[config.mk]
export PLATFORM = sky130hd
export DESIGN_NAME = alu
export DESIGN_NICKNAME = d
export VERILOG_FILES = /design/src/common/isa_pkg.sv /design/src/cpu/alu.sv
export SDC_FILE = /design/constraint.sdc
export NUM_CORES = 1
export LEC_CHECK = 0
export BUFFER_PORTS_ARGS = -buffer_cell sky130_fd_sc_hd__buf_2
export CAP_MARGIN = 20
export CORE_MARGIN = 3
export CORE_UTILIZATION = 50
export DETAILED_ROUTE_END_ITERATION = 6
export GPL_TIMING_DRIVEN = 0
export PLACE_DENSITY = 0.82
export SLEW_MARGIN = 20
export SYNTH_ARGS = -nofsm -noshare
export SYNTH_HDL_FRONTEND = slang
export SYNTH_SLANG_ARGS = --single-unit
[constraint.sdc]
create_clock -name vclk -period 4.7
set_input_delay 0.235 -clock vclk [all_inputs]
set_output_delay 0.235 -clock vclk [all_outputs]
set_load 0.02 [all_outputs]
[src/common/isa_pkg.sv]
package isa_pkg;

  // Opcodes in instr[15:12]
  localparam logic [3:0] OP_ADD = 4'h0;
  localparam logic [3:0] OP_SUB = 4'h1;
  localparam logic [3:0] OP_XOR = 4'h2;
  localparam logic [3:0] OP_LW  = 4'h8;
  localparam logic [3:0] OP_SW  = 4'h9;
  localparam logic [3:0] OP_LLB = 4'hA;
  localparam logic [3:0] OP_LHB = 4'hB;
  localparam logic [3:0] OP_B   = 4'hC;
  localparam logic [3:0] OP_HLT = 4'hF;

  // Branch condition codes
  localparam logic [2:0] CC_NE = 3'b000;
  localparam logic [2:0] CC_EQ = 3'b001;
  localparam logic [2:0] CC_GT = 3'b010;
  localparam logic [2:0] CC_LT = 3'b011;
  localparam logic [2:0] CC_GE = 3'b100;
  localparam logic [2:0] CC_LE = 3'b101;
  localparam logic [2:0] CC_OV = 3'b110;
  localparam logic [2:0] CC_UN = 3'b111;  // Always taken

  localparam logic [3:0] REG_ZERO = 4'd0;  // Hardwired zero register

  // Flag word is {Z, V, N}
  typedef logic [2:0] flags_t;
  localparam int FLAG_Z = 2;
  localparam int FLAG_V = 1;
  localparam int FLAG_N = 0;

  // One instruction word, three field layouts
  typedef union packed {
    struct packed {
      logic [3:0] opcode;
      logic [3:0] rd;
      logic [3:0] rs;
      logic [3:0] rt;    // Word offset for LW/SW
    } reg_fmt;
    struct packed {
      logic [3:0] opcode;
      logic [3:0] rd;
      logic [7:0] imm8;
    } imm_fmt;
    struct packed {
      logic [3:0] opcode;
      logic [2:0] ccc;
      logic [8:0] off9;
    } br_fmt;
  } instr_u;

endpackage

[src/cpu/alu.sv]
`timescale 1ns/100ps

module alu import isa_pkg::*; (
  input  logic [3:0]  alu_op,
  input  logic [15:0] a,
  input  logic [15:0] b,
  output logic [15:0] result,
  output flags_t      flags_next
);

  logic [15:0] sum;
  logic [15:0] diff;
  logic add_ovf;
  logic sub_ovf;
  logic ovf;

  assign sum  = a + b;
  assign diff = a - b;

  // Signed overflow, operand signs versus result sign
  assign add_ovf = (a[15] == b[15]) && (sum[15] != a[15]);
  assign sub_ovf = (a[15] != b[15]) && (diff[15] != a[15]);

  always_comb begin
    result = a;
    ovf    = 1'b0;
    case (alu_op)
      OP_ADD: begin
        result = sum;    // Also memory address
        ovf    = add_ovf;
      end
      OP_SUB: begin
        result = diff;
        ovf    = sub_ovf;
      end
      OP_XOR: begin
        result = a ^ b;  // V cleared
      end
      OP_LLB: begin
        result = {a[15:8], b[7:0]};
      end
      OP_LHB: begin
        result = {b[7:0], a[7:0]};
      end
      default: begin
        result = a;
      end
    endcase
  end

  always_comb begin
    flags_next         = '0;
    flags_next[FLAG_Z] = (result == 16'h0000);
    flags_next[FLAG_V] = ovf;
    flags_next[FLAG_N] = result[15];
  end

endmodule

==> impl_metrics.py <==
metrics = {
    "status": {
        "outcome": "finished, violations left",
        "violations": "DRC",
    },
    "clock_network": {
        "cts_setup_buffers": 0,
        "ctsResizeCount": 0,
        "cts_hold_buf": 0,
    },
    "timing": {
        "hold_viol": 0,
        "slew_headroom": 0.339,
        "fin_crit_sh": 0.921,
        "setup_viol": 0,
        "min_period_ps": 4330,
        "setup_tns_ps": 0,
        "hold_ws_ps": 885,
        "rsz0062_at_grt": "false",
        "max_freq_mhz": 231,
        "finalMaxSlewViolations": 0,
        "fin_ws_ps": 371,
        "worst_pin_slew_ps": 984,
    },
    "power": {
        "intPower_w": 0.000131,
        "powerDensity_nw_per_um2": 127,
        "leakagePower_nw": 1.28,
        "pwr-share-comb": 1.000,
        "ir_drop_uv": 56.9,
        "swShare": 0.620,
        "p_switching_w": 0.000213,
        "clkPwrFrac": 0,
        "seqPwrFrac": 0,
    },
    "die": {
        "coreArea_um2": 4470,
        "die-height_um": 75.0,
        "start_util": 0.532,
        "die_x_um": 75.0,
        "rows": 24,
        "design.die.area_um2": 5630,
        "ios": 55,
    },
    "critical_path": {
        "crit_type": "in -> out",
        "crit_path_start_kind": "input port",
        "arrival_ps": 4090,
        "critical_path.max_fanout": 6,
        "cp.required_ps": 4470,
        "crit_path_end_kind": "output port",
    },
    "grt": {
        "use_met1": 0.407,
        "globalRouteOverflowTotal": 0,
        "met2_usage": 0.485,
        "grt_pass1_vias": 2771,
        "grt_pass1_wl_um": 13100,
        "grt_max_degree": 11,
        "grt_use_met3": 0.0254,
        "top_usage_layer": "met2",
        "grt_antenna_before_repair": 0,
        "grt_usage": 0.292,
    },
    "synth": {
        "synth_top_cell_area_share": 0.163,
        "avgSynthCellArea_um2": 6.44,
        "syn-num-nets": 439,
        "netlist_area_um2": 2380,
        "synth.area.top_cells": "ha_1, a21oi_1, nor2_1",
        "synth_warnings": 0,
        "syn_inst": 370,
        "yosys.cell_types.count": 68,
        "yosysSeqAreaShare": 0,
        "synth_area_leader_cell": "ha_1",
    },
    "placement": {
        "gp_congestion": 0.987,
        "pre_cts_ws_ps": 408,
        "port_buffers": 53,
        "post-dp-hpwl_um": 6540,
        "dp.cells": 475,
    },
    "routing": {
        "wl_per_cell_um": 17.2,
        "drc": 1,
        "drt_iter0_drc": 537,
        "routed_wl_um": 8180,
        "dr.pass1.iters": 7,
        "viasPerCell": 6.61,
        "antenna_left": 0,
        "vias": 3138,
    },
    "final_layout": {
        "n_sequential_cell": 0,
        "final_common_cell": "buf_2",
        "post_layout_nonfiller_instances": 475,
        "regArea_um2": 0,
        "antennaDiodeCount": 0,
        "finalNetCount": 494,
        "drive_above_1_share": 0.180,
        "area_delta_synth_final_pct": 13.9,
        "layout_common_cells": "buf_2, a21oi_1, nor2_1",
        "n_clock_buffer": 0,
    },
    "worst_hold_path": {
        "hp-class": "in -> out",
    },
    "job": {
        "max_cap_viol_count": 0,
    },
}
==> per-stage QoR <==
step / area (um^2) / power [W] / util
after CTS: 2710 / 0.000335 / 0.606
after detailed placement: 2710 / 0.000334 / 0.606
after global placement: 2710 / 0.000329 / 0.606
after floorplan: 2380 / 0.000236 / -
after global routing: 2710 / 0.000378 / 0.606
final: 2710 / 0.000344 / 0.606
==> Yosys cell counts (all sizes together) (3+ instances only) <==
library cell,number
a21oi,39
nor2,37
inv,35
ha,31
o21ai,30
nand2,29
nor3,12
clkbuf,11
nand3,11
buf,10
o22ai,9
a31oi,8
nor2b,7
xnor2,7
a21o,6
nand2b,6
o211ai,6
o31ai,6
mux2i,4
o21bai,4
a211o,3
a211oi,3
a21boi,3
a22oi,3
a32oi,3
o221ai,3
or3,3
or4,3
==> worst max-delay path, cell delays in order <==
cell	delay (ps)
buf_2	180
inv_1	70
ha_1	300
nand2b_1	200
a221oi_2	320
o21ai_1	90
a31oi_1	200
xnor2_1	80
a211o_1	310
or4_1	580
or4b_1	510
or4_1	450
a2111oi_2	340
buf_2	220
==> kinds of logic (layout without fill, tap and decap cells) <==
| group | after synthesis | in the layout | share of synthesized area |
|---|---|---|---|
| compound gates | 147 | 147 | 0.412 |
| xor+xnor | 8 | 8 | 0.0294 |
| fa+ha+maj | 33 | 33 | 0.180 |
| buf+inv | 57 | 110 | 0.113 |
| mux | 5 | 5 | 0.0215 |
| simple gates | 120 | 120 | 0.244 |
==> power by group through the flow <==
stage | combinational (W) | sequential (W) | clock, W
after floorplan | 0.000236 | 0 | 0
after global placement | 0.000329 | 0 | 0
after detailed placement | 0.000334 | 0 | 0
after CTS | 0.000335 | 0 | 0
after global routing | 0.000378 | 0 | 0
final | 0.000344 | 0 | 0
==> area by class of cell <==
class	instances	area, um^2
inverters	35	131
multi-input cells	313	2110
plain buffers	22	139
fillers	445	1760
well taps	52	65.1
repair buffers	53	265
==> metal layers <==
| layer | vias to the layer above | wire length [um] |
|---|---|---|
| li1 | 1480 | - |
| met1 | 1420 | 3410 |
| met2 | 212 | 3660 |
| met3 | 26 | 894 |
| met4 | 0 | 217 |
| met5 | - | 0 |
==> final timing paths <==
path / start / endpoint / slack [ps] / cells past startpoint
min: alu_op[2] / result[0] / 890 / 3
max: b[1] / flags_next[2] / 370 / 14
No activity file was read; power rests on OpenSTA's default activity.
