==> src/common/isa_pkg.sv <==
package isa_pkg;

  // Opcodes in instr[15:12]
  localparam logic [3:0] OP_ADD = 4'h0;
  localparam logic [3:0] OP_SUB = 4'h1;
  localparam logic [3:0] OP_XOR = 4'h2;
  localparam logic [3:0] OP_LW  = 4'h8;
  localparam logic [3:0] OP_SW  = 4'h9;
  localparam logic [3:0] OP_LLB = 4'hA;
  localparam logic [3:0] OP_LHB = 4'hB;
  localparam logic [3:0] OP_B   = 4'hC;
  localparam logic [3:0] OP_HLT = 4'hF;

  // Branch condition codes
  localparam logic [2:0] CC_NE = 3'b000;
  localparam logic [2:0] CC_EQ = 3'b001;
  localparam logic [2:0] CC_GT = 3'b010;
  localparam logic [2:0] CC_LT = 3'b011;
  localparam logic [2:0] CC_GE = 3'b100;
  localparam logic [2:0] CC_LE = 3'b101;
  localparam logic [2:0] CC_OV = 3'b110;
  localparam logic [2:0] CC_UN = 3'b111;  // Always taken

  localparam logic [3:0] REG_ZERO = 4'd0;  // Hardwired zero register

  // Flag word is {Z, V, N}
  typedef logic [2:0] flags_t;
  localparam int FLAG_Z = 2;
  localparam int FLAG_V = 1;
  localparam int FLAG_N = 0;

  // One instruction word, three field layouts
  typedef union packed {
    struct packed {
      logic [3:0] opcode;
      logic [3:0] rd;
      logic [3:0] rs;
      logic [3:0] rt;    // Word offset for LW/SW
    } reg_fmt;
    struct packed {
      logic [3:0] opcode;
      logic [3:0] rd;
      logic [7:0] imm8;
    } imm_fmt;
    struct packed {
      logic [3:0] opcode;
      logic [2:0] ccc;
      logic [8:0] off9;
    } br_fmt;
  } instr_u;

endpackage

==> src/cpu/decode_unit.sv <==
`timescale 1ns/100ps

module decode_unit import isa_pkg::*; (
  input  instr_u      instr,
  input  flags_t      flags,
  input  logic [15:0] pc_plus_2,
  output logic [3:0]  src1,
  output logic [3:0]  src2,
  output logic [3:0]  dst,
  output logic [3:0]  alu_op,
  output logic        use_imm,
  output logic [15:0] imm,
  output logic        mem_read,
  output logic        mem_write,
  output logic        reg_write,
  output logic        sets_flags,
  output logic        is_halt,
  output logic        is_branch,
  output logic        take_branch,
  output logic [15:0] branch_target
);

  logic [3:0] opcode;
  logic bubble;
  logic cond_met;
  logic z;
  logic v;
  logic n;
  logic [15:0] mem_offset;
  logic [15:0] br_offset;

  assign opcode = instr.reg_fmt.opcode;
  assign bubble = (instr == '0);  // All-zero word, no effect

  assign z = flags[FLAG_Z];
  assign v = flags[FLAG_V];
  assign n = flags[FLAG_N];

  assign mem_offset = {{11{instr.reg_fmt.rt[3]}}, instr.reg_fmt.rt, 1'b0};
  assign br_offset  = {{6{instr.br_fmt.off9[8]}}, instr.br_fmt.off9, 1'b0};

  always_comb begin
    src1       = REG_ZERO;
    src2       = REG_ZERO;
    dst        = REG_ZERO;
    alu_op     = opcode;
    use_imm    = 1'b0;
    imm        = mem_offset;
    mem_read   = 1'b0;
    mem_write  = 1'b0;
    reg_write  = 1'b0;
    sets_flags = 1'b0;
    is_halt    = 1'b0;
    is_branch  = 1'b0;
    case (opcode)
      OP_ADD, OP_SUB, OP_XOR: begin
        src1       = instr.reg_fmt.rs;
        src2       = instr.reg_fmt.rt;
        dst        = instr.reg_fmt.rd;
        reg_write  = ~bubble;
        sets_flags = ~bubble;
      end
      OP_LW: begin
        src1      = instr.reg_fmt.rs;
        dst       = instr.reg_fmt.rd;
        alu_op    = OP_ADD;
        use_imm   = 1'b1;
        mem_read  = 1'b1;
        reg_write = 1'b1;
      end
      OP_SW: begin
        src1      = instr.reg_fmt.rs;
        src2      = instr.reg_fmt.rd;  // Store data register
        alu_op    = OP_ADD;
        use_imm   = 1'b1;
        mem_write = 1'b1;
      end
      OP_LLB, OP_LHB: begin
        src1      = instr.imm_fmt.rd;  // Merge keeps the other byte
        dst       = instr.imm_fmt.rd;
        use_imm   = 1'b1;
        imm       = {8'h00, instr.imm_fmt.imm8};
        reg_write = 1'b1;
      end
      OP_B: begin
        is_branch = 1'b1;
      end
      OP_HLT: begin
        is_halt = 1'b1;
      end
      default: begin
        alu_op = opcode;
      end
    endcase
  end

  // Condition on the current flag register
  always_comb begin
    cond_met = 1'b0;
    case (instr.br_fmt.ccc)
      CC_NE: cond_met = ~z;
      CC_EQ: cond_met = z;
      CC_GT: cond_met = ~z & ~n;
      CC_LT: cond_met = n;
      CC_GE: cond_met = z | ~n;
      CC_LE: cond_met = z | n;
      CC_OV: cond_met = v;
      CC_UN: cond_met = 1'b1;
    endcase
  end

  assign take_branch   = is_branch & cond_met;
  assign branch_target = pc_plus_2 + br_offset;

endmodule

==> config.mk <==
export PLATFORM = sky130hd
export DESIGN_NAME = decode_unit
export DESIGN_NICKNAME = d
export VERILOG_FILES = /design/src/common/isa_pkg.sv /design/src/cpu/decode_unit.sv
export SDC_FILE = /design/constraint.sdc
export NUM_CORES = 1
export LEC_CHECK = 0
export BUFFER_PORTS_ARGS = -buffer_cell sky130_fd_sc_hd__buf_4
export CORE_MARGIN = 2
export CORE_UTILIZATION = 42
export DETAILED_ROUTE_END_ITERATION = 10
export PLACE_DENSITY_LB_ADDON = 0.1
export SLEW_MARGIN = 20
export SYNTH_ARGS = -nofsm -noshare
export SYNTH_HDL_FRONTEND = slang
export SYNTH_SLANG_ARGS = --single-unit
export TNS_END_PERCENT = 20
==> constraint.sdc <==
create_clock -name vclk -period 2.9
set_input_delay 0.58 -clock vclk [all_inputs]
set_output_delay 0.58 -clock vclk [all_outputs]
set_load 0.02 [all_outputs]
==> results.toml <==
[status]
status = "complete, no violations"

[clock_network]
post-cts-setup-buffers = 0
ctsHoldBuffers = 0

[floorplan]
die_h_um = 56.6
die_w_um = 56.6
dieArea_um2 = 3200
start_util = 0.432
rows = 19
core_area_um2 = 2690
ioPinCount = 91

[timing]
hold_viol_final = 0
slew_headroom = 0.487
setup_tns_ps = 0
min_period_over_period = 0.977
fmax_mhz = 353
hold-worst-slack_ps = 1160
period_minus_slack_ps = 2830
finalMaxSlewViolations = 0
setup-violations-final = 0
tightest_slew_ps = 769

[yosys]
synth_seq_area_share = 0
synth_area_leaders = "ha_1, a21o_1, a22o_1"
synth.top_cell.area_share = 0.151
syn_nets = 217
yosys_warnings = 0
synthDistinctLibCells = 41
syn_area_per_cell_um2 = 6.95
yosys.area.top_type = "ha_1"
syn_area_um2 = 1160
netlist_instances = 167

[layout]
final_nets = 304
final_area_um2 = 1930
multiInputGateArea_um2 = 1130
drive_above_1_share = 0.472
register_area_um2 = 0
fill_cells = 231
design.seq.count = 0
num_antenna_cells = 0
clock_buffer_count = 0
synthToLayoutAreaGrowth_pct = 66.2

[global_routing]
grt_pass1_vias = 1312
grt_pass1_wl_mm = 5.82
grt_max_degree = 13
use_met1 = 0.306
grt_busiest_layer = "met2"
antenna_found_initial = 0
grtUsageMet2 = 0.355
track_usage = 0.213
use_met3 = 0.0184
grt-ovfl-total = 0

[route]
ant_nets = 0
via_count = 1539
route.detailed.wl_per_inst_um = 13.2
vias_per_cell = 5.44
wl_mm = 3.74
drc = 0
drt_first_iter_violations = 39
drt_pass1_iterations = 4

[pwr]
ir_worst_vdd_mv = 0.254
comb_power_share = 1.000
power_leakage_nw = 0.991
total_power_w = 0.000510
p_clk_frac = 0
p_switching_w = 0.000273
p_int_w = 0.000238
p_seq_frac = 0
switching_share = 0.534
power_density_nw_per_um2 = 265

[critical_path]
crit_fanout = 3
startpoint = "instr[0]"
critPathKind = "in -> out"
crit_arrival_ps = 2250
cp.required_ps = 2320
endpoint_kind = "output port"
critPathLaunchType = "input pin"

[worst_hold_path]
hp-start = "pc_plus_2[0]"
hold_class = "in -> out"
hold_path_depth = 0

[placed_design]
gp_congestion = 0.845
port_buffers = 89
dp_hpwl_mm = 3.02
post_dp_cell_area_um2 = 1850

[flow_run]
maxCapViolCount = 0
-- worst max-delay path: stages --
cell and delay (ps):
buf_4 110, ha_2 190, buf_4 130, a211o_1 300, and2_4 160, a2111oi_4 330, nor2_1 90, xor2_1 180
buf_4 170
-- kinds of logic (layout without fill, tap and decap cells) --
kind of cell / count (synthesis) / count (layout) / synth area share
AO/OA/AOI/OAI: 63 / 63 / 0.378
XOR/XNOR: 13 / 13 / 0.0982
adder cells (fa/ha/maj): 15 / 15 / 0.168
buffers and inverters: 18 / 103 / 0.0917
multiplexers: 3 / 3 / 0.0291
AND/OR/NAND/NOR: 55 / 55 / 0.235
-- through the flow --
stage,setup WS [ps],std cells,utilization
after CTS,22.9,283,0.693
after global routing,-22.8,283,0.718
after floorplan,55.4,167,-
after detailed placement,-8.07,283,0.690
after global placement,1.84,283,0.690
final,65.4,283,0.718
-- worst paths after layout --
kind                            end
setup / recovery  branch_target[14]
hold / removal     branch_target[0]
-- timing repair --
item,4_1_cts,5_1_grt
pin swaps,0,7
setup endpoints to repair,2,7
gates cloned,0,0
gates resized for setup,1,14
-- layer usage --
| metal | wire, µm | vias up |
|---|---|---|
| li1 | - | 787 |
| met1 | 1680 | 694 |
| met2 | 1770 | 54 |
| met3 | 242 | 4 |
| met4 | 47 | 0 |
| met5 | 0 | - |
-- layout make-up --
| cell class | instances | area share |
|---|---|---|
| Inverter | 3 | 0.00584 |
| Multi-Input combinational cell | 149 | 0.585 |
| Tap cell | 31 | 0.0201 |
| Timing Repair Buffer | 100 | 0.389 |
-- synthesized netlist by cell type, drive strengths merged (3+ instances only) --
| master | count |
|---|---|
| inv | 3 |
| nor4 | 3 |
| mux2 | 3 |
| nor2b | 3 |
| and2 | 9 |
| ha | 14 |
| and3 | 3 |
| nor3 | 3 |
| o21a | 6 |
| a21oi | 11 |
| a21o | 10 |
| nand2 | 14 |
| buf | 10 |
| a22o | 8 |
| clkbuf | 5 |
| xnor2 | 7 |
| o21ai | 10 |
| xor2 | 6 |
| nor2 | 15 |
| a31oi | 6 |
-- power by group through the flow --
stage,clock [W],sequential [W],combinational (W)
2_1_floorplan,0,0,0.000295
3_3_place_gp,0,0,0.000486
3_5_place_dp,0,0,0.000488
4_1_cts,0,0,0.000491
5_1_grt,0,0,0.000548
6_report,0,0,0.000510
-- placed cells by master, fill, tap and decap left out, types with 2 or more instances in the layout --
| master | Yosys | routed |
|---|---|---|
| a21oi_2 | 0 | 4 |
| a31oi_1 | 6 | 5 |
| ha_1 | 14 | 12 |
| o21ai_1 | 5 | 6 |
| nor2_1 | 15 | 14 |
| inv_2 | 2 | 2 |
| xnor2_1 | 7 | 7 |
| a21oi_1 | 11 | 7 |
| nor4_1 | 3 | 3 |
| nor3_1 | 3 | 3 |
| a22o_1 | 8 | 8 |
| o21ai_0 | 5 | 4 |
| o21a_1 | 6 | 6 |
| o311ai_1 | 2 | 2 |
| mux2_1 | 2 | 2 |
| nor2b_1 | 3 | 3 |
| xor2_1 | 6 | 6 |
| and2_4 | 1 | 2 |
| and3_1 | 3 | 3 |
| a211oi_1 | 2 | 2 |
| a21boi_0 | 2 | 2 |
| nand2_1 | 14 | 13 |
| and2_1 | 7 | 6 |
| a21o_1 | 10 | 10 |
| buf_4 | 8 | 100 |
No activity file was read; power rests on OpenSTA's default activity.
