$ cat config.mk
export PLATFORM = sky130hd
export DESIGN_NAME = register_file
export DESIGN_NICKNAME = d
export VERILOG_FILES = /design/src/cpu/register_file.sv
export SDC_FILE = /design/constraint.sdc
export NUM_CORES = 1
export LEC_CHECK = 0
export BUFFER_PORTS_ARGS = -buffer_cell sky130_fd_sc_hd__buf_2
export CAP_MARGIN = 40
export CORE_MARGIN = 2
export CORE_UTILIZATION = 32
export CTS_CLUSTER_SIZE = 25
export DETAILED_ROUTE_END_ITERATION = 7
export PLACE_DENSITY_LB_ADDON = 0.15
export RECOVER_POWER = 25
export SLEW_MARGIN = 10
export SYNTH_ARGS = -nofsm -noshare
export SYNTH_HDL_FRONTEND = slang
export SYNTH_SLANG_ARGS = --single-unit
export TNS_END_PERCENT = 50
$ cat constraint.sdc
create_clock -name clk -period 3 [get_ports clk]
set_clock_uncertainty 0.05 [all_clocks]
set_input_delay 0.15 -clock clk [delete_from_list [all_inputs] [get_ports clk]]
set_output_delay 0.15 -clock clk [all_outputs]
set_load 0.1 [all_outputs]
$ cat src/cpu/register_file.sv
`timescale 1ns/100ps

module register_file (
  input  logic        clk,
  input  logic        rst,
  input  logic [3:0]  rd_addr1,
  input  logic [3:0]  rd_addr2,
  output logic [15:0] rd_data1,
  output logic [15:0] rd_data2,
  input  logic        wr_en,
  input  logic [3:0]  wr_addr,
  input  logic [15:0] wr_data
);

  logic [15:0] regs [16];
  logic write_live;
  logic hit1;
  logic hit2;

  assign write_live = wr_en && (wr_addr != 4'd0);  // R0 stays zero

  always_ff @(posedge clk) begin
    if (rst) begin
      for (int i = 0; i < 16; i++) begin
        regs[i] <= '0;
      end
    end else if (write_live) begin
      regs[wr_addr] <= wr_data;
    end
  end

  // Write-before-read bypass
  assign hit1 = write_live && (wr_addr == rd_addr1);
  assign hit2 = write_live && (wr_addr == rd_addr2);

  assign rd_data1 = (rd_addr1 == 4'd0) ? 16'h0000 : (hit1 ? wr_data : regs[rd_addr1]);
  assign rd_data2 = (rd_addr2 == 4'd0) ? 16'h0000 : (hit2 ? wr_data : regs[rd_addr2]);

endmodule

==> results of run 1 <==
==> worst paths after layout <==
check | from | slack (ns) | to
setup / recovery | regs[15][14] | 0.30 | rd_data1[14]
hold / removal | wr_data[7] | 0.09 | regs[5][7]
==> per-layer routing <==
layer | vias to the layer above | track usage, %
li1 | 4124 | -
met3 | 59 | 3.08
met2 | 269 | 30.1
met4 | 0 | 4.72
met5 | - | 0
met1 | 4569 | 26.5
==> synth_stat cells (3+ instances only) <==
master,n
and2_1,240
buf_6,12
or2_1,4
mux2i_1,128
o22ai_1,64
nand3b_1,4
edfxtp_1,256
or2_2,15
nand3_1,31
a31oi_1,30
clkbuf_2,3
buf_2,26
clkbuf_1,51
a211oi_1,32
xnor2_1,8
nor2_1,13
nor3_1,3
mux4_2,64
or3b_1,4
o31ai_1,32
buf_4,11
==> critical path, cell delays in order, from the launching register on <==
cell and delay (ns):
edfxtp_1 0.41, mux4_2 0.47, mux2_2 0.30, a211oi_1 0.27, a21oi_1 0.23, buf_12 0.27
==> power by group through the flow <==
stage / combinational [mW] / clock (mW) / sequential [mW]
6_report: 1.93 / 3.25 / 4.26
3_3_place_gp: 1.94 / 0 / 4.32
5_1_grt: 2.01 / 3.47 / 4.28
2_1_floorplan: 1.24 / 0 / 4.29
3_5_place_dp: 1.94 / 0 / 4.33
4_1_cts: 1.94 / 3.35 / 4.26
==> layout make-up <==
cell class | instances | area, um^2
clock inverters | 9 | 67.6
well taps | 592 | 741
clock buffers | 39 | 763
repair buffers | 107 | 1110
fillers | 4238 | 27500
diodes | 1 | 2.50
multi-input cells | 704 | 6050
flip-flops and latches | 256 | 7690
==> through the flow <==
stage / setup WS, ns / utilization (%)
floorplan: -0.0439 / -
global placement: 0.427 / 35.6
detailed placement: 0.447 / 35.6
CTS: 0.297 / 37.4
global route: 0.217 / 37.4
finish: 0.297 / 37.4
==> cells by family after synthesis <==
group                     after synthesis  synth area share, %
other                                   1               0.0265
muxes                                 194                 19.4
DFF                                   256                 54.3
and+or+nand+nor                       325                 14.0
AOI/OAI and AO/OA                     161                 7.82
xor gates and xnor gates                8                0.495
buffers and inverters                 104                 3.94
==> flow_summary_export.csv, run 1 <==
group,metric,value,unit
detailed_routing,wl,43.0,mm
cells_and_area,final_common_cell,"edfxtp_1",
logic_synthesis,synth-seq-area-share,54.3,%
timing,setup_viol,0,
power_and_ir_drop,peakVddDrop,0.000325,V
cells_and_area,nNetsFinal,1129,
placement,dp_hpwl,30.4,mm
logic_synthesis,ys_warn_count,0,
logic_synthesis,ys_top_cells_by_area,"edfxtp_1, and2_1, mux4_2",
grt,grt_pass1_vias,9283,
clock_network,cts_made_buffers,29,
placement,place_congestion,0.843,
floorplanning,io_pins,63,
clock_network,postCtsSetupRepairBufs,0,
logic_synthesis,synth.avg_cell_area,13.5,um^2
clock_network,cts_buffer_depth,3,
logic_synthesis,yosys.area.top_type,"edfxtp_1",
timing,rsz0062_at_grt,"no",
floorplanning,rows,77,
timing,hold_slack,0.0880,ns
timing,tightest_slew,1.87,ns
timing,fmax,0.370,GHz
cells_and_area,mostFrequentLayoutCells,"edfxtp_1, and2_1, mux2i_1",
floorplanning,die_w,214,um
timing,finalHoldViolCount,0,
timing,period_share,90.1,%
detailed_routing,wl_met3,2.53,mm
timing,fin_crit,2.70,ns
cells_and_area,fin_cells,1708,
detailed_routing,vias,9021,
floorplanning,dieArea,45900,um^2
worst_setup_path,required,2.80,ns
clock_network,path_clk_slew,0.06,ns
detailed_routing,drt_first_pass_iters,7,
cells_and_area,final_cell_area,16400,um^2
min_path,whs_path_depth,2,
cells_and_area,synthToLayoutAreaGrowth,16.0,%
logic_synthesis,synth_ff_type,"edfxtp_1",
grt,grt_pass1_wl,64.3,mm
clock_network,cts_tree,"done",
placement,placed_area,15600,um^2
grt,overflow,0,
detailed_routing,top_layer,"met4",
logic_synthesis,ys_types,32,
placement,io_buffers,62,
detailed_routing,drt-initial-drc-count,660,
detailed_routing,postRouteAntennaNets,0,
clock_network,cts-root-buf,"clkbuf_16",
power_and_ir_drop,p_leak,5.77,nW
detailed_routing,vias_per_cell,5.28,
power_and_ir_drop,pwr-share-seq,45.1,%
timing,relSlewSlack,-25.0,%
timing,drv_slew,32,
cells_and_area,reg_top3,"regs (256)",
power_and_ir_drop,swShare,29.4,%
cells_and_area,drive_gt1_share,20.4,%
timing,setup_tns,0,ns
grt,grtUsageTotal,18.8,%
clock_network,htree_levels,1,
clock_network,clock-sinks,256,
cells_and_area,largest_reg_flops,256,
logic_synthesis,synthArstFlopShare,0,%
power_and_ir_drop,pwr-share-clk,34.5,%
grt,antenna_found_initial,0,
worst_setup_path,cp.arrival,2.50,ns
logic_synthesis,syn_area,14200,um^2
floorplanning,core-area,43900,um^2
detailed_routing,wire_per_inst,25.2,um
worst_setup_path,critPathMaxFanout,2,
clock_network,post_cts_resize_count,0,
power_and_ir_drop,power,9.44,mW
worst_setup_path,end_kind,"output port",
grt,grt_max_degree,33,
outcome,status,"finished, violations left",
min_path,min_path_type,"input pin to flip-flop",
logic_synthesis,ys_ff_latch,256,
power_and_ir_drop,p_int,6.67,mW
worst_setup_path,path_class,"flip-flop to output port",
detailed_routing,wl_met1,19.3,mm
outcome,violations,"max-capacitance violations, max-slew violations",
logic_synthesis,synth_edf_count,256,
power_and_ir_drop,power_frac_comb,20.4,%
cells_and_area,largest_register,"regs",
floorplanning,die_h,214,um
logic_synthesis,yosysTopAreaCellShare,54.3,%
power_and_ir_drop,p_per_area,575,nW/um^2
power_and_ir_drop,power_switching,2.77,mW
placement,placed_cells,1659,
detailed_routing,wl_met2,20.2,mm
logic_synthesis,syn_inst,1049,
floorplanning,start_util,32.2,%
clock_network,hold_buffers,0,
run,drv_cap,1,
detailed_routing,drc_errors,0,
worst_setup_path,crit_path_start_kind,"flip-flop",
Power figures use the tool's default switching activity.
==> inputs of run 2 (changes only) <==
--- a/config.mk
+++ b/config.mk
@@ -11,6 +11,7 @@
 export CORE_UTILIZATION = 32
 export CTS_CLUSTER_SIZE = 25
 export DETAILED_ROUTE_END_ITERATION = 7
+export MAX_ROUTING_LAYER = met4
 export PLACE_DENSITY_LB_ADDON = 0.15
 export RECOVER_POWER = 25
 export SLEW_MARGIN = 10
==> run 2 against run 1 <==
Compared with the run above: the run still ends with max-capacitance violations, max-slew violations left; utilization about the same; combinational power about the same; global-route usage increased by 0.57 points; flip-flop and latch count unchanged; highest routed layer unchanged; largest cell class unchanged; wire length increased by 0.11%; via count about the same; cell area about the same.
==> flow_summary_export.csv, run 2 (synthesis results as in run 1) <==
group,metric,value,unit
timing,finalHoldViolCount,0,
timing,drv_slew,32,
timing,rsz0062_at_grt,"no",
power_and_ir_drop,power,9.45,mW
grt,grt_pass1_vias,9268,
floorplanning,dieArea,45900,um^2
worst_setup_path,end_kind,"output port",
power_and_ir_drop,p_leak,5.77,nW
clock_network,cts_tree,"done",
cells_and_area,final_common_cell,"edfxtp_1",
detailed_routing,wl_met2,20.3,mm
floorplanning,die_w,214,um
min_path,min_path_type,"input pin to flip-flop",
clock_network,hold_buffers,0,
floorplanning,core-area,43900,um^2
detailed_routing,drt-initial-drc-count,657,
detailed_routing,wl,43.1,mm
worst_setup_path,path_class,"flip-flop to output port",
worst_setup_path,required,2.80,ns
detailed_routing,vias_per_cell,5.28,
power_and_ir_drop,p_per_area,576,nW/um^2
timing,relSlewSlack,-30.0,%
detailed_routing,drc_errors,0,
cells_and_area,multi_input_area,6050,um^2
timing,fin_crit,2.69,ns
clock_network,cts-root-buf,"clkbuf_16",
cells_and_area,largest_register,"regs",
cells_and_area,nNetsFinal,1129,
cells_and_area,mostFrequentLayoutCells,"edfxtp_1, and2_1, mux2i_1",
timing,fmax,0.371,GHz
clock_network,path_clk_slew,0.06,ns
clock_network,cts_buffer_depth,3,
detailed_routing,drt_first_pass_iters,4,
cells_and_area,n_fill_cell,4238,
worst_setup_path,critPathMaxFanout,2,
clock_network,clock-sinks,256,
worst_setup_path,slowest_stage,"mux4_2",
placement,place_congestion,0.856,
grt,antenna_found_initial,0,
cells_and_area,synthToLayoutAreaGrowth,16.0,%
detailed_routing,wl_met1,19.6,mm
worst_setup_path,cp.arrival,2.49,ns
clock_network,htree_levels,1,
cells_and_area,reg_top3,"regs (256)",
timing,setup_viol,0,
worst_setup_path,path_buf_inv,1,
clock_network,cts_made_buffers,29,
timing,tightest_slew,1.95,ns
clock_network,post_cts_resize_count,0,
clock_network,postCtsSetupRepairBufs,0,
floorplanning,io_pins,63,
grt,overflow,0,
floorplanning,rows,77,
detailed_routing,top_layer,"met4",
detailed_routing,vias,9018,
timing,period_share,89.8,%
floorplanning,start_util,32.2,%
worst_setup_path,path_cells,"mux4_2, mux2_2, a211oi_1, a21oi_1, buf_12",
worst_setup_path,crit_family,"multiplexers",
cells_and_area,largest_reg_flops,256,
cells_and_area,num_antenna_cells,0,
cells_and_area,drive_gt1_share,20.4,%
placement,io_buffers,62,
grt,grt_max_degree,33,
outcome,status,"finished, violations left",
detailed_routing,wire_per_inst,25.2,um
run,drv_cap,1,
floorplanning,die_h,214,um
placement,dp_hpwl,30.4,mm
grt,grt_pass1_wl,64.3,mm
detailed_routing,wl_met3,2.32,mm
cells_and_area,seqCellArea,7690,um^2
worst_setup_path,crit_path_start_kind,"flip-flop",
timing,setup_tns,0,ns
detailed_routing,postRouteAntennaNets,0,
worst_setup_path,slowest_delay,0.47,ns
power_and_ir_drop,peakVddDrop,0.000325,V
outcome,violations,"max-capacitance violations, max-slew violations",
grt,grtUsageTotal,19.3,%
run 2: cell count changes in the layout (fill, tap and decap cells not counted), sizes merged:
cell	change
diode	-1
run 2: power breakdown:
part           switching [mW]  internal, mW
logic                    1.26         0.672
registers               0.104          4.15
clock network            1.42          1.84
total                    2.78          6.67
run 2: layout make-up:
class                   instances  share of cell area [%]
multi-input cells             704                    36.8
well taps                     592                    4.51
flip-flops and latches        256                    46.8
clock buffers                  39                    4.65
repair buffers                107                    6.75
clock inverters                 9                   0.412
run 2: path summary, 6_finish.rpt:
path	start	to	slack, ns	cells past startpoint
worst min-delay path	wr_data[7]	regs[5][7]	0.08	2
worst max-delay path	regs[15][14]	rd_data1[14]	0.31	5
run 2: routing by layer:
layer	vias up	global-route usage (%)
met1	4596	26.5
met5	-	-
li1	4119	-
met3	53	2.75
met2	250	30.4
met4	0	4.51
run 2: through the flow:
step | setup WS [ns] | std cells | hold WS [ns] | util [%] | area, um^2
floorplan | -0.0439 | 1064 | 0.298 | - | 14300
global placement | 0.427 | 1659 | 0.656 | 35.6 | 15600
detailed placement | 0.447 | 1659 | 0.658 | 35.6 | 15600
CTS | 0.297 | 1707 | 0.0605 | 37.4 | 16500
global route | 0.219 | 1707 | 0.0789 | 37.4 | 16400
finish | 0.305 | 1707 | 0.0796 | 37.4 | 16400
