`src/common/isa_pkg.sv`:
```
package isa_pkg;

  // Opcodes in instr[15:12]
  localparam logic [3:0] OP_ADD = 4'h0;
  localparam logic [3:0] OP_SUB = 4'h1;
  localparam logic [3:0] OP_XOR = 4'h2;
  localparam logic [3:0] OP_LW  = 4'h8;
  localparam logic [3:0] OP_SW  = 4'h9;
  localparam logic [3:0] OP_LLB = 4'hA;
  localparam logic [3:0] OP_LHB = 4'hB;
  localparam logic [3:0] OP_B   = 4'hC;
  localparam logic [3:0] OP_HLT = 4'hF;

  // Branch condition codes
  localparam logic [2:0] CC_NE = 3'b000;
  localparam logic [2:0] CC_EQ = 3'b001;
  localparam logic [2:0] CC_GT = 3'b010;
  localparam logic [2:0] CC_LT = 3'b011;
  localparam logic [2:0] CC_GE = 3'b100;
  localparam logic [2:0] CC_LE = 3'b101;
  localparam logic [2:0] CC_OV = 3'b110;
  localparam logic [2:0] CC_UN = 3'b111;  // Always taken

  localparam logic [3:0] REG_ZERO = 4'd0;  // Hardwired zero register

  // Flag word is {Z, V, N}
  typedef logic [2:0] flags_t;
  localparam int FLAG_Z = 2;
  localparam int FLAG_V = 1;
  localparam int FLAG_N = 0;

  // One instruction word, three field layouts
  typedef union packed {
    struct packed {
      logic [3:0] opcode;
      logic [3:0] rd;
      logic [3:0] rs;
      logic [3:0] rt;    // Word offset for LW/SW
    } reg_fmt;
    struct packed {
      logic [3:0] opcode;
      logic [3:0] rd;
      logic [7:0] imm8;
    } imm_fmt;
    struct packed {
      logic [3:0] opcode;
      logic [2:0] ccc;
      logic [8:0] off9;
    } br_fmt;
  } instr_u;

endpackage

```
`src/common/pipe_pkg.sv`:
```
package pipe_pkg;

  // Word memory geometry
  localparam int MEM_AW    = 10;
  localparam int MEM_WORDS = 1024;

  localparam logic [15:0] RESET_PC = 16'h0000;

  // Operand source select for the EX stage
  typedef logic [1:0] fwd_sel_t;
  localparam fwd_sel_t FWD_NONE = 2'd0;  // Register file value from ID/EX
  localparam fwd_sel_t FWD_MEM  = 2'd1;  // EX/MEM result
  localparam fwd_sel_t FWD_WB   = 2'd2;  // Writeback data

endpackage

```
`src/cpu/hazard_forward_unit.sv`:
```
`timescale 1ns/100ps

module hazard_forward_unit import isa_pkg::*, pipe_pkg::*; (
  input  logic       clk,
  input  logic [3:0] id_src1,
  input  logic [3:0] id_src2,
  input  logic       id_is_branch,
  input  logic [3:0] ex_src1,
  input  logic [3:0] ex_src2,
  input  logic [3:0] ex_dst,
  input  logic       ex_mem_read,
  input  logic       ex_sets_flags,
  input  logic [3:0] mem_dst,
  input  logic       mem_reg_write,
  input  logic [3:0] wb_dst,
  input  logic       wb_reg_write,
  output fwd_sel_t   fwd_sel_a,
  output fwd_sel_t   fwd_sel_b,
  output logic       stall
);

  logic load_use;
  logic flag_use;

  // Youngest producer wins
  function automatic fwd_sel_t pick_source(
    input logic [3:0] src,
    input logic [3:0] m_dst,
    input logic       m_we,
    input logic [3:0] w_dst,
    input logic       w_we
  );
    fwd_sel_t sel;
    sel = FWD_NONE;
    if (src != REG_ZERO) begin
      if (m_we && (m_dst == src)) begin
        sel = FWD_MEM;
      end else if (w_we && (w_dst == src)) begin
        sel = FWD_WB;
      end
    end
    return sel;
  endfunction

  assign fwd_sel_a = pick_source(ex_src1, mem_dst, mem_reg_write, wb_dst, wb_reg_write);
  assign fwd_sel_b = pick_source(ex_src2, mem_dst, mem_reg_write, wb_dst, wb_reg_write);

  // Load data is not ready until WB
  assign load_use = ex_mem_read && (ex_dst != REG_ZERO) &&
                    ((ex_dst == id_src1) || (ex_dst == id_src2));

  assign flag_use = id_is_branch && ex_sets_flags;  // Flags land at end of EX

  assign stall = load_use | flag_use;

  // A stall leaves a bubble in EX on the next cycle
  a_stall_bubble: assert property (@(posedge clk)
    stall |=> ((ex_dst == REG_ZERO) && !ex_mem_read && !ex_sets_flags));

endmodule

```
`config.mk`:
```
export PLATFORM = sky130hd
export DESIGN_NAME = hazard_forward_unit
export DESIGN_NICKNAME = d
export VERILOG_FILES = /design/src/common/isa_pkg.sv /design/src/common/pipe_pkg.sv /design/src/cpu/hazard_forward_unit.sv
export SDC_FILE = /design/constraint.sdc
export NUM_CORES = 1
export LEC_CHECK = 0
export BUFFER_PORTS_ARGS = -buffer_cell sky130_fd_sc_hd__buf_2
export CAP_MARGIN = 10
export CORE_AREA = 2 2 39 41
export DETAILED_ROUTE_END_ITERATION = 16
export DIE_AREA = 0 0 41 43
export GPL_TIMING_DRIVEN = 0
export MAX_ROUTING_LAYER = met4
export PLACE_DENSITY = 0.69
export REMOVE_ABC_BUFFERS = 1
export SLEW_MARGIN = 20
export SYNTH_ARGS = -nofsm -noshare
export SYNTH_HDL_FRONTEND = slang
export SYNTH_SLANG_ARGS = --single-unit
```
`constraint.sdc`:
```
create_clock -name vclk -period 0.85
set_input_delay 0.0425 -clock vclk [all_inputs]
set_output_delay 0.0425 -clock vclk [all_outputs]
set_load 0.01 [all_outputs]
```
==> qor.yml, run 1 <==
setup_path:
  worst_setup_path_start_kind: "input port"
  critical_path.top_delay_family: "simple AND/OR/NAND/NOR gates"
  slowest_delay_ns: 0.40
  worstPathRequired_ns: 0.81
  critical_path_buf_inv_count: 2
  path_common_cell: "buf_2"
  end_kind: "output pin"
  path_cells: "buf_2, or2b_1, o2111ai_2, or3_4, nor3b_1, buf_2"
  crit_slowest_cell: "or3_4"
  cp.arrival_ns: 1.10
  crit_type: "input port to output pin"
  path_max_fanout: 3
global_route:
  grt_max_degree: 5
  grt_antenna_before_repair: 0
  grt_use_total_pct: 11.8
  grt_overflow: 0
  grt_pass1_wl_um: 1500
  grt_pass1_vias: 426
job:
  drv_cap: 0
timing:
  tns_ns: -0.801
  rsz0062_at_grt: "yes"
  finalSetupViolCount: 5
  worst_pin_slew_ns: 0.302
  finalHoldViolations: 0
  fmax_ghz: 0.874
  final.setup.worst_slack_ns: -0.294
  period_share_pct: 135
  max_slew_margin_pct: 79.6
  drv_slew: 0
  period_needed_ns: 1.14
route:
  drt-vias-per-instance: 4.85
  wl_per_cell_um: 12.4
  drt_first_pass_iters: 2
  wl_um: 1290
  drc: 0
  ant_nets: 0
  vias: 504
  first_iter_violations: 5
synth:
  synth_area_per_cell_um2: 7.01
  yosysSeqAreaShare_pct: 0
  yosysTopAreaCellShare_pct: 28.6
  yosys.area.top_type: "xnor2_1"
  ys.warnings.count: 0
  yosysUniqueCellTypes: 19
  syn_area_um2: 337
  syn_inst: 48
  synth_area_leaders: "xnor2_1 29%, xor2_1 21%, nor3_1 7.4%"
placed_design:
  finalWeightedCongestion: 0.742
  dp_hpwl_um: 991
  dpl_worst_slack_ns: -0.336
  numPortBuffers: 38
pwr:
  p_per_area_nw_per_um2: 481
  power.switching_mw: 0.149
  seqPwrFrac_pct: 0
  pwr-share-clk_pct: 0
  ir_worst_vdd_mv: 0.250
  power_leakage_nw: 0.324
  power_frac_comb_pct: 100.0
  internal_power_mw: 0.196
  p_sw_share_pct: 43.2
outcome:
  violations: "negative setup slack"
  status: "complete, but fails checks"
cells_and_area:
  seq_cells: 0
  multi_input_area_um2: 402
  seq_area_um2: 0
  num-fill-cells: 131
  nNetsFinal: 124
  drive_gt1_share_pct: 55.7
  area_growth_pct: 113
  final.clkbuf_count: 0
  antenna_cells: 0
floorplan:
  dieArea_um2: 1760
  coreArea_um2: 1380
  die_y_um: 43
  start_util_pct: 24.3
  die_x_um: 41
  ios: 39
  rows: 14
hold_path:
  worstHoldPathType: "input port to output pin"
cts:
  hold_buffers: 0
==> synthesized netlist by cell type <==
master and instances:
xnor2_1 11, xor2_1 8, nor3_1 5, inv_1 4, a21oi_1 3, nand2_1 2
nand4_1 2, nor4_1 2, a21boi_0 1, a221o_1 1, a41oi_1 1, nand2b_1 1
nor2b_1 1, nor3b_1 1, o2111ai_1 1, o21ai_0 1, o41ai_1 1, or2b_1 1
or3_1 1
==> power groups by stage <==
stage / clock (mW) / combinational (mW) / sequential (mW)
after CTS: 0 / 0.292 / 0
after detailed placement: 0 / 0.253 / 0
after floorplan: 0 / 0.117 / 0
after global placement: 0 / 0.246 / 0
after global routing: 0 / 0.373 / 0
final: 0 / 0.346 / 0
==> final cells by class <==
type                            instances  share of cell area [%]
Timing Repair Buffer                   40                    39.2
Inverter                                4                    2.09
Tap cell                               16                    2.79
Multi-Input combinational cell         44                    55.9
==> cells in the final DEF, fill, tap and decap left out, drive strengths merged <==
cell | synthesis | routed
a41oi | 1 | 1
a221o | 1 | 1
or2b | 1 | 1
o21ai | 1 | 1
nor2b | 1 | 1
or3 | 1 | 1
nor3b | 1 | 1
nor3 | 5 | 5
nand2b | 1 | 1
nand4 | 2 | 2
xor2 | 8 | 8
a21oi | 3 | 3
buf | 0 | 40
xnor2 | 11 | 11
a21boi | 1 | 1
o2111ai | 1 | 1
nor4 | 2 | 2
nand2 | 2 | 2
inv | 4 | 4
o41ai | 1 | 1
==> final timing paths <==
check | start | endpoint | slack (ns) | cells past startpoint
min | ex_sets_flags | stall | 0.38 | 4
max | mem_dst[0] | fwd_sel_b[1] | -0.29 | 6
==> metrics by stage <==
step | hold WS, ns | util (%) | instances | power, mW | area, um2
detailed placement | 0.371 | 39.5 | 102 | 0.253 | 547
CTS | 0.378 | 44.9 | 103 | 0.292 | 622
floorplan | 0.196 | - | 48 | 0.117 | 337
finish | 0.376 | 51.9 | 104 | 0.346 | 718
global route | 0.427 | 51.9 | 104 | 0.373 | 718
global placement | 0.371 | 39.5 | 102 | 0.246 | 547
==> cell families (layout without fill, tap and decap cells) <==
| logic type | count (synthesis) | count (layout) | share of synthesized area (%) |
|---|---|---|---|
| xor+xnor | 19 | 19 | 49.4 |
| simple gates | 16 | 16 | 27.1 |
| compound gates | 9 | 9 | 19.0 |
| buf+inv | 4 | 44 | 4.46 |
==> repair_timing <==
action,CTS,global route
pin swaps,9,4
gates cloned,0,0
endpoints found under the hold margin,0,0
endpoints found under the setup margin,5,5
buffers inserted,1,1
resized for setup,17,18
==> per-layer routing <==
metal	wire, um	GRT usage, %
met1	419	11.7
met2	715	23.4
met3	158	1.57
met4	0	0
met5	0	-
No activity file was read; power rests on OpenSTA's default activity.
==> run 2, diff against run 1 <==
Settings changed: BUFFER_PORTS_ARGS -buffer_cell sky130_fd_sc_hd__buf_2 to default, DONT_BUFFER_PORTS from default to 1, PLACE_DENSITY 0.69 to 0.42, SETUP_SLACK_MARGIN from default to 0.05.
Clock period 0.85 ns to 1.2 ns, I/O delays scaled along.
==> qor.yml, run 2 (synthesis gave the netlist of run 1 again) <==
outcome:
  status: "complete, no violations"
route:
  ant_nets: 0
  drc: 0
  first_iter_violations: 9
  wl_per_cell_um: 13.1
  vias: 338
  drt-vias-per-instance: 5.28
  wl_um: 840
  drt_first_pass_iters: 4
timing:
  rsz0062_at_grt: "no"
  tns_ns: 0
  drv_slew: 0
  period_needed_ns: 1.05
  finalHoldViolations: 0
  worst_pin_slew_ns: 0.406
  finalSetupViolCount: 0
  fmax_ghz: 0.954
  period_share_pct: 87.3
  max_slew_margin_pct: 72.9
setup_path:
  crit_type: "input port to output pin"
  path_max_fanout: 4
  worstPathRequired_ns: 1.14
  cp.arrival_ns: 0.99
  worst_setup_path_start_kind: "input port"
  end_kind: "output pin"
global_route:
  grt_use_total_pct: 9.11
  grt_max_degree: 5
  grt_pass1_vias: 314
  grt_overflow: 0
  grt_antenna_before_repair: 0
  grt_pass1_wl_um: 1160
placed_design:
  dp_hpwl_um: 774
  dp.cells: 64
  numPortBuffers: 0
  finalWeightedCongestion: 0.682
cells_and_area:
  antenna_cells: 0
  final_cell_mix: "11 x xnor2_1, 8 x xor2_1, 5 x nor3_1"
  num-fill-cells: 159
  area_growth_pct: 5.95
  final_common_cell: "xnor2_1"
  final.clkbuf_count: 0
  instances_no_fill: 64
  nNetsFinal: 84
  seq_area_um2: 0
  drive_gt1_share_pct: 0
  seq_cells: 0
job:
  drv_cap: 0
pwr:
  internal_power_mw: 0.0562
  ir_worst_vdd_mv: 0.0799
  power.switching_mw: 0.0346
  power_leakage_nw: 0.114
  p_sw_share_pct: 38.1
  p_per_area_nw_per_um2: 255
  seqPwrFrac_pct: 0
  pwr-share-clk_pct: 0
  power_frac_comb_pct: 100.0
cts:
  cts-resized-gates: 0
  hold_buffers: 0
  post_cts_buffers: 0
floorplan:
  die_x_um: 41
  coreArea_um2: 1380
  ios: 39
  rows: 14
  dieArea_um2: 1760
  start_util_pct: 24.3
  die_y_um: 43
hold_path:
  worstHoldPathType: "input port to output pin"
## run 2: layer usage
metal	GRT usage (%)	vias up	routed length [um]
li1	-	173	-
met1	12.0	146	325
met2	14.1	19	379
met3	3.14	0	135
met4	0	0	0
met5	-	-	0
## run 2: power groups by stage
stage	registers, mW	logic [mW]	clock network (mW)
after detailed placement	0	0.0908	0
after global routing	0	0.104	0
after global placement	0	0.0900	0
after CTS	0	0.0917	0
final	0	0.0908	0
after floorplan	0	0.0825	0
## run 2: final timing paths
| kind | from | end | slack, ns | cells past startpoint |
|---|---|---|---|---|
| setup / recovery | ex_src2[3] | fwd_sel_b[0] | 0.15 | 4 |
| hold / removal | ex_src2[2] | fwd_sel_b[0] | 0.25 | 2 |
## run 2: area by class of cell
cell class | instances | area [um2] | share of cell area, %
well taps | 16 | 20.0 | 5.61
multi-input cells | 44 | 322 | 90.2
inverters | 4 | 15.0 | 4.21
## run 2: critical path, cell delays in order
cell,delay (ns)
nor2b_1,0.11
a221o_1,0.25
or3_1,0.32
a21oi_1,0.25
## run 2: metrics by stage
step	hold WS (ns)	setup slack, ns	utilization (%)	instance area, um2	power, mW
2_1_floorplan	0.231	0.210	-	337	0.0825
3_3_place_gp	0.254	0.145	25.8	357	0.0900
3_5_place_dp	0.251	0.152	25.8	357	0.0908
4_1_cts	0.251	0.153	25.8	357	0.0917
5_1_grt	0.258	0.102	25.8	357	0.104
6_report	0.248	0.152	25.8	357	0.0908
==> run 3, diff against run 2 <==
--- a/config.mk
+++ b/config.mk
@@ -6,4 +6,5 @@
 export NUM_CORES = 1
 export LEC_CHECK = 0
+export ABC_AREA = 1
 export CAP_MARGIN = 10
 export CORE_AREA = 2 2 39 41
@@ -13,5 +14,5 @@
 export GPL_TIMING_DRIVEN = 0
 export MAX_ROUTING_LAYER = met4
-export PLACE_DENSITY = 0.42
+export PLACE_DENSITY = 0.54
 export REMOVE_ABC_BUFFERS = 1
 export SETUP_SLACK_MARGIN = 0.05
==> constraint.sdc (replaced) <==
create_clock -name vclk -period 1.2
set_input_delay 0.18 -clock vclk [all_inputs]
set_output_delay 0.18 -clock vclk [all_outputs]
set_load 0.01 [all_outputs]
==> qor.yml, run 3 <==
synth:
  yosysUniqueCellTypes: 15
  ys.warnings.count: 0
  synth_common_cells: "50 x nand2_1, 17 x inv_1, 17 x nor2_1"
  synth_area_per_cell_um2: 4.27
  yosysTopAreaCellShare_pct: 38.6
  yosysSeqAreaShare_pct: 0
  syn_inst: 114
  syn_area_um2: 487
  yosys.area.top_type: "nand2_1"
  synth_area_leaders: "nand2_1 39%, inv_1 13%, nor2_1 13%"
  synth_most_common_cell: "nand2_1"
setup_path:
  cp.arrival_ns: 0.77
  end_kind: "output pin"
  worstPathRequired_ns: 1.02
  crit_type: "input port to output pin"
  worst_setup_path_start_kind: "input port"
  path_max_fanout: 3
cells_and_area:
  seq_cells: 0
  nNetsFinal: 150
  drive_gt1_share_pct: 9.65
  final.clkbuf_count: 0
  final_cell_mix: "50 x nand2_1, 17 x nor2_1, 17 x inv_1"
  final_common_cell: "nand2_1"
  antenna_cells: 0
  utilization_pct: 36.6
  area_growth_pct: 4.11
  num-fill-cells: 178
  seq_area_um2: 0
  postLayoutCellArea_um2: 507
floorplan:
  die_x_um: 41
  dieArea_um2: 1760
  start_util_pct: 35.2
  die_y_um: 43
  ios: 39
  rows: 14
  coreArea_um2: 1380
route:
  wl_um: 1120
  vias: 609
  first_iter_violations: 9
  drc: 0
  drt_first_pass_iters: 4
  wl_per_cell_um: 8.64
  drt-vias-per-instance: 4.68
  ant_nets: 0
outcome:
  status: "complete, no violations"
cts:
  post_cts_buffers: 0
  cts-resized-gates: 0
  hold_buffers: 0
pwr:
  ir_worst_vdd_mv: 0.0859
  p_per_area_nw_per_um2: 257
  power_leakage_nw: 0.340
hold_path:
  worstHoldPathType: "input port to output pin"
  min_from: "ex_sets_flags"
  hold_path_depth: 2
  min_to: "stall"
global_route:
  grt_max_degree: 5
  grt_pass1_wl_um: 1900
  grt_use_total_pct: 14.4
  grt_antenna_before_repair: 0
  grt_overflow: 0
  grt_pass1_vias: 570
timing:
  finalSetupViolCount: 0
  period_share_pct: 79.5
  drv_slew: 0
  max_slew_margin_pct: 74.4
  worst_pin_slew_ns: 0.381
  fmax_ghz: 1.05
  rsz0062_at_grt: "no"
  final.setup.worst_slack_ns: 0.246
  finalHoldViolations: 0
  period_needed_ns: 0.954
  tns_ns: 0
placed_design:
  finalWeightedCongestion: 0.669
  dpl_cell_area_um2: 507
  dpl_worst_slack_ns: 0.235
  numPortBuffers: 0
  dp_hpwl_um: 1070
job:
  drv_cap: 0
run 3: worst max-delay path by stage:
stage	start	endpoint
after floorplan	mem_dst[0]	fwd_sel_b[0]
after global placement	mem_dst[0]	fwd_sel_b[0]
after detailed placement	mem_dst[0]	fwd_sel_b[0]
after CTS	mem_dst[0]	fwd_sel_b[0]
after global routing	ex_src2[3]	fwd_sel_b[1]
final	mem_dst[0]	fwd_sel_b[0]
run 3: report_power, final:
part / total (mW) / internal (mW) / switching [mW]
Combinational: 0.130 / 0.0558 / 0.0743
Clock: 0 / 0 / 0
Sequential: 0 / 0 / 0
run 3: routing by layer:
layer | up-vias | share of wire, % | global-route usage (%)
met4 | 0 | 0 | 0
met3 | 0 | 13 | 3.14
li1 | 342 | - | -
met5 | - | 0 | -
met1 | 244 | 42 | 18.0
met2 | 23 | 45 | 24.4
run 3: cell type report:
class	instances	area (um2)	share of cell area, %
Inverter	26	97.6	19.3
Multi-Input combinational cell	88	389	76.8
Tap cell	16	20.0	3.95
run 3: worst max-delay path, cell delays in order:
cell and delay [ns]:
inv_2 0.02, a21boi_0 0.14, nand3_1 0.11, nor3_1 0.32
run 3: through the flow:
step / hold slack (ns) / power, mW / instances
after floorplan: 0.475 / 0.114 / 114
after global placement: 0.481 / 0.129 / 130
after detailed placement: 0.481 / 0.131 / 130
after CTS: 0.481 / 0.132 / 130
after global routing: 0.514 / 0.156 / 130
final: 0.479 / 0.130 / 130
run 3: logic make-up after synthesis:
group	share of synthesized area, %
compound gates	11.1
simple gates	63.5
buf+inv	20.1
xor+xnor	5.40
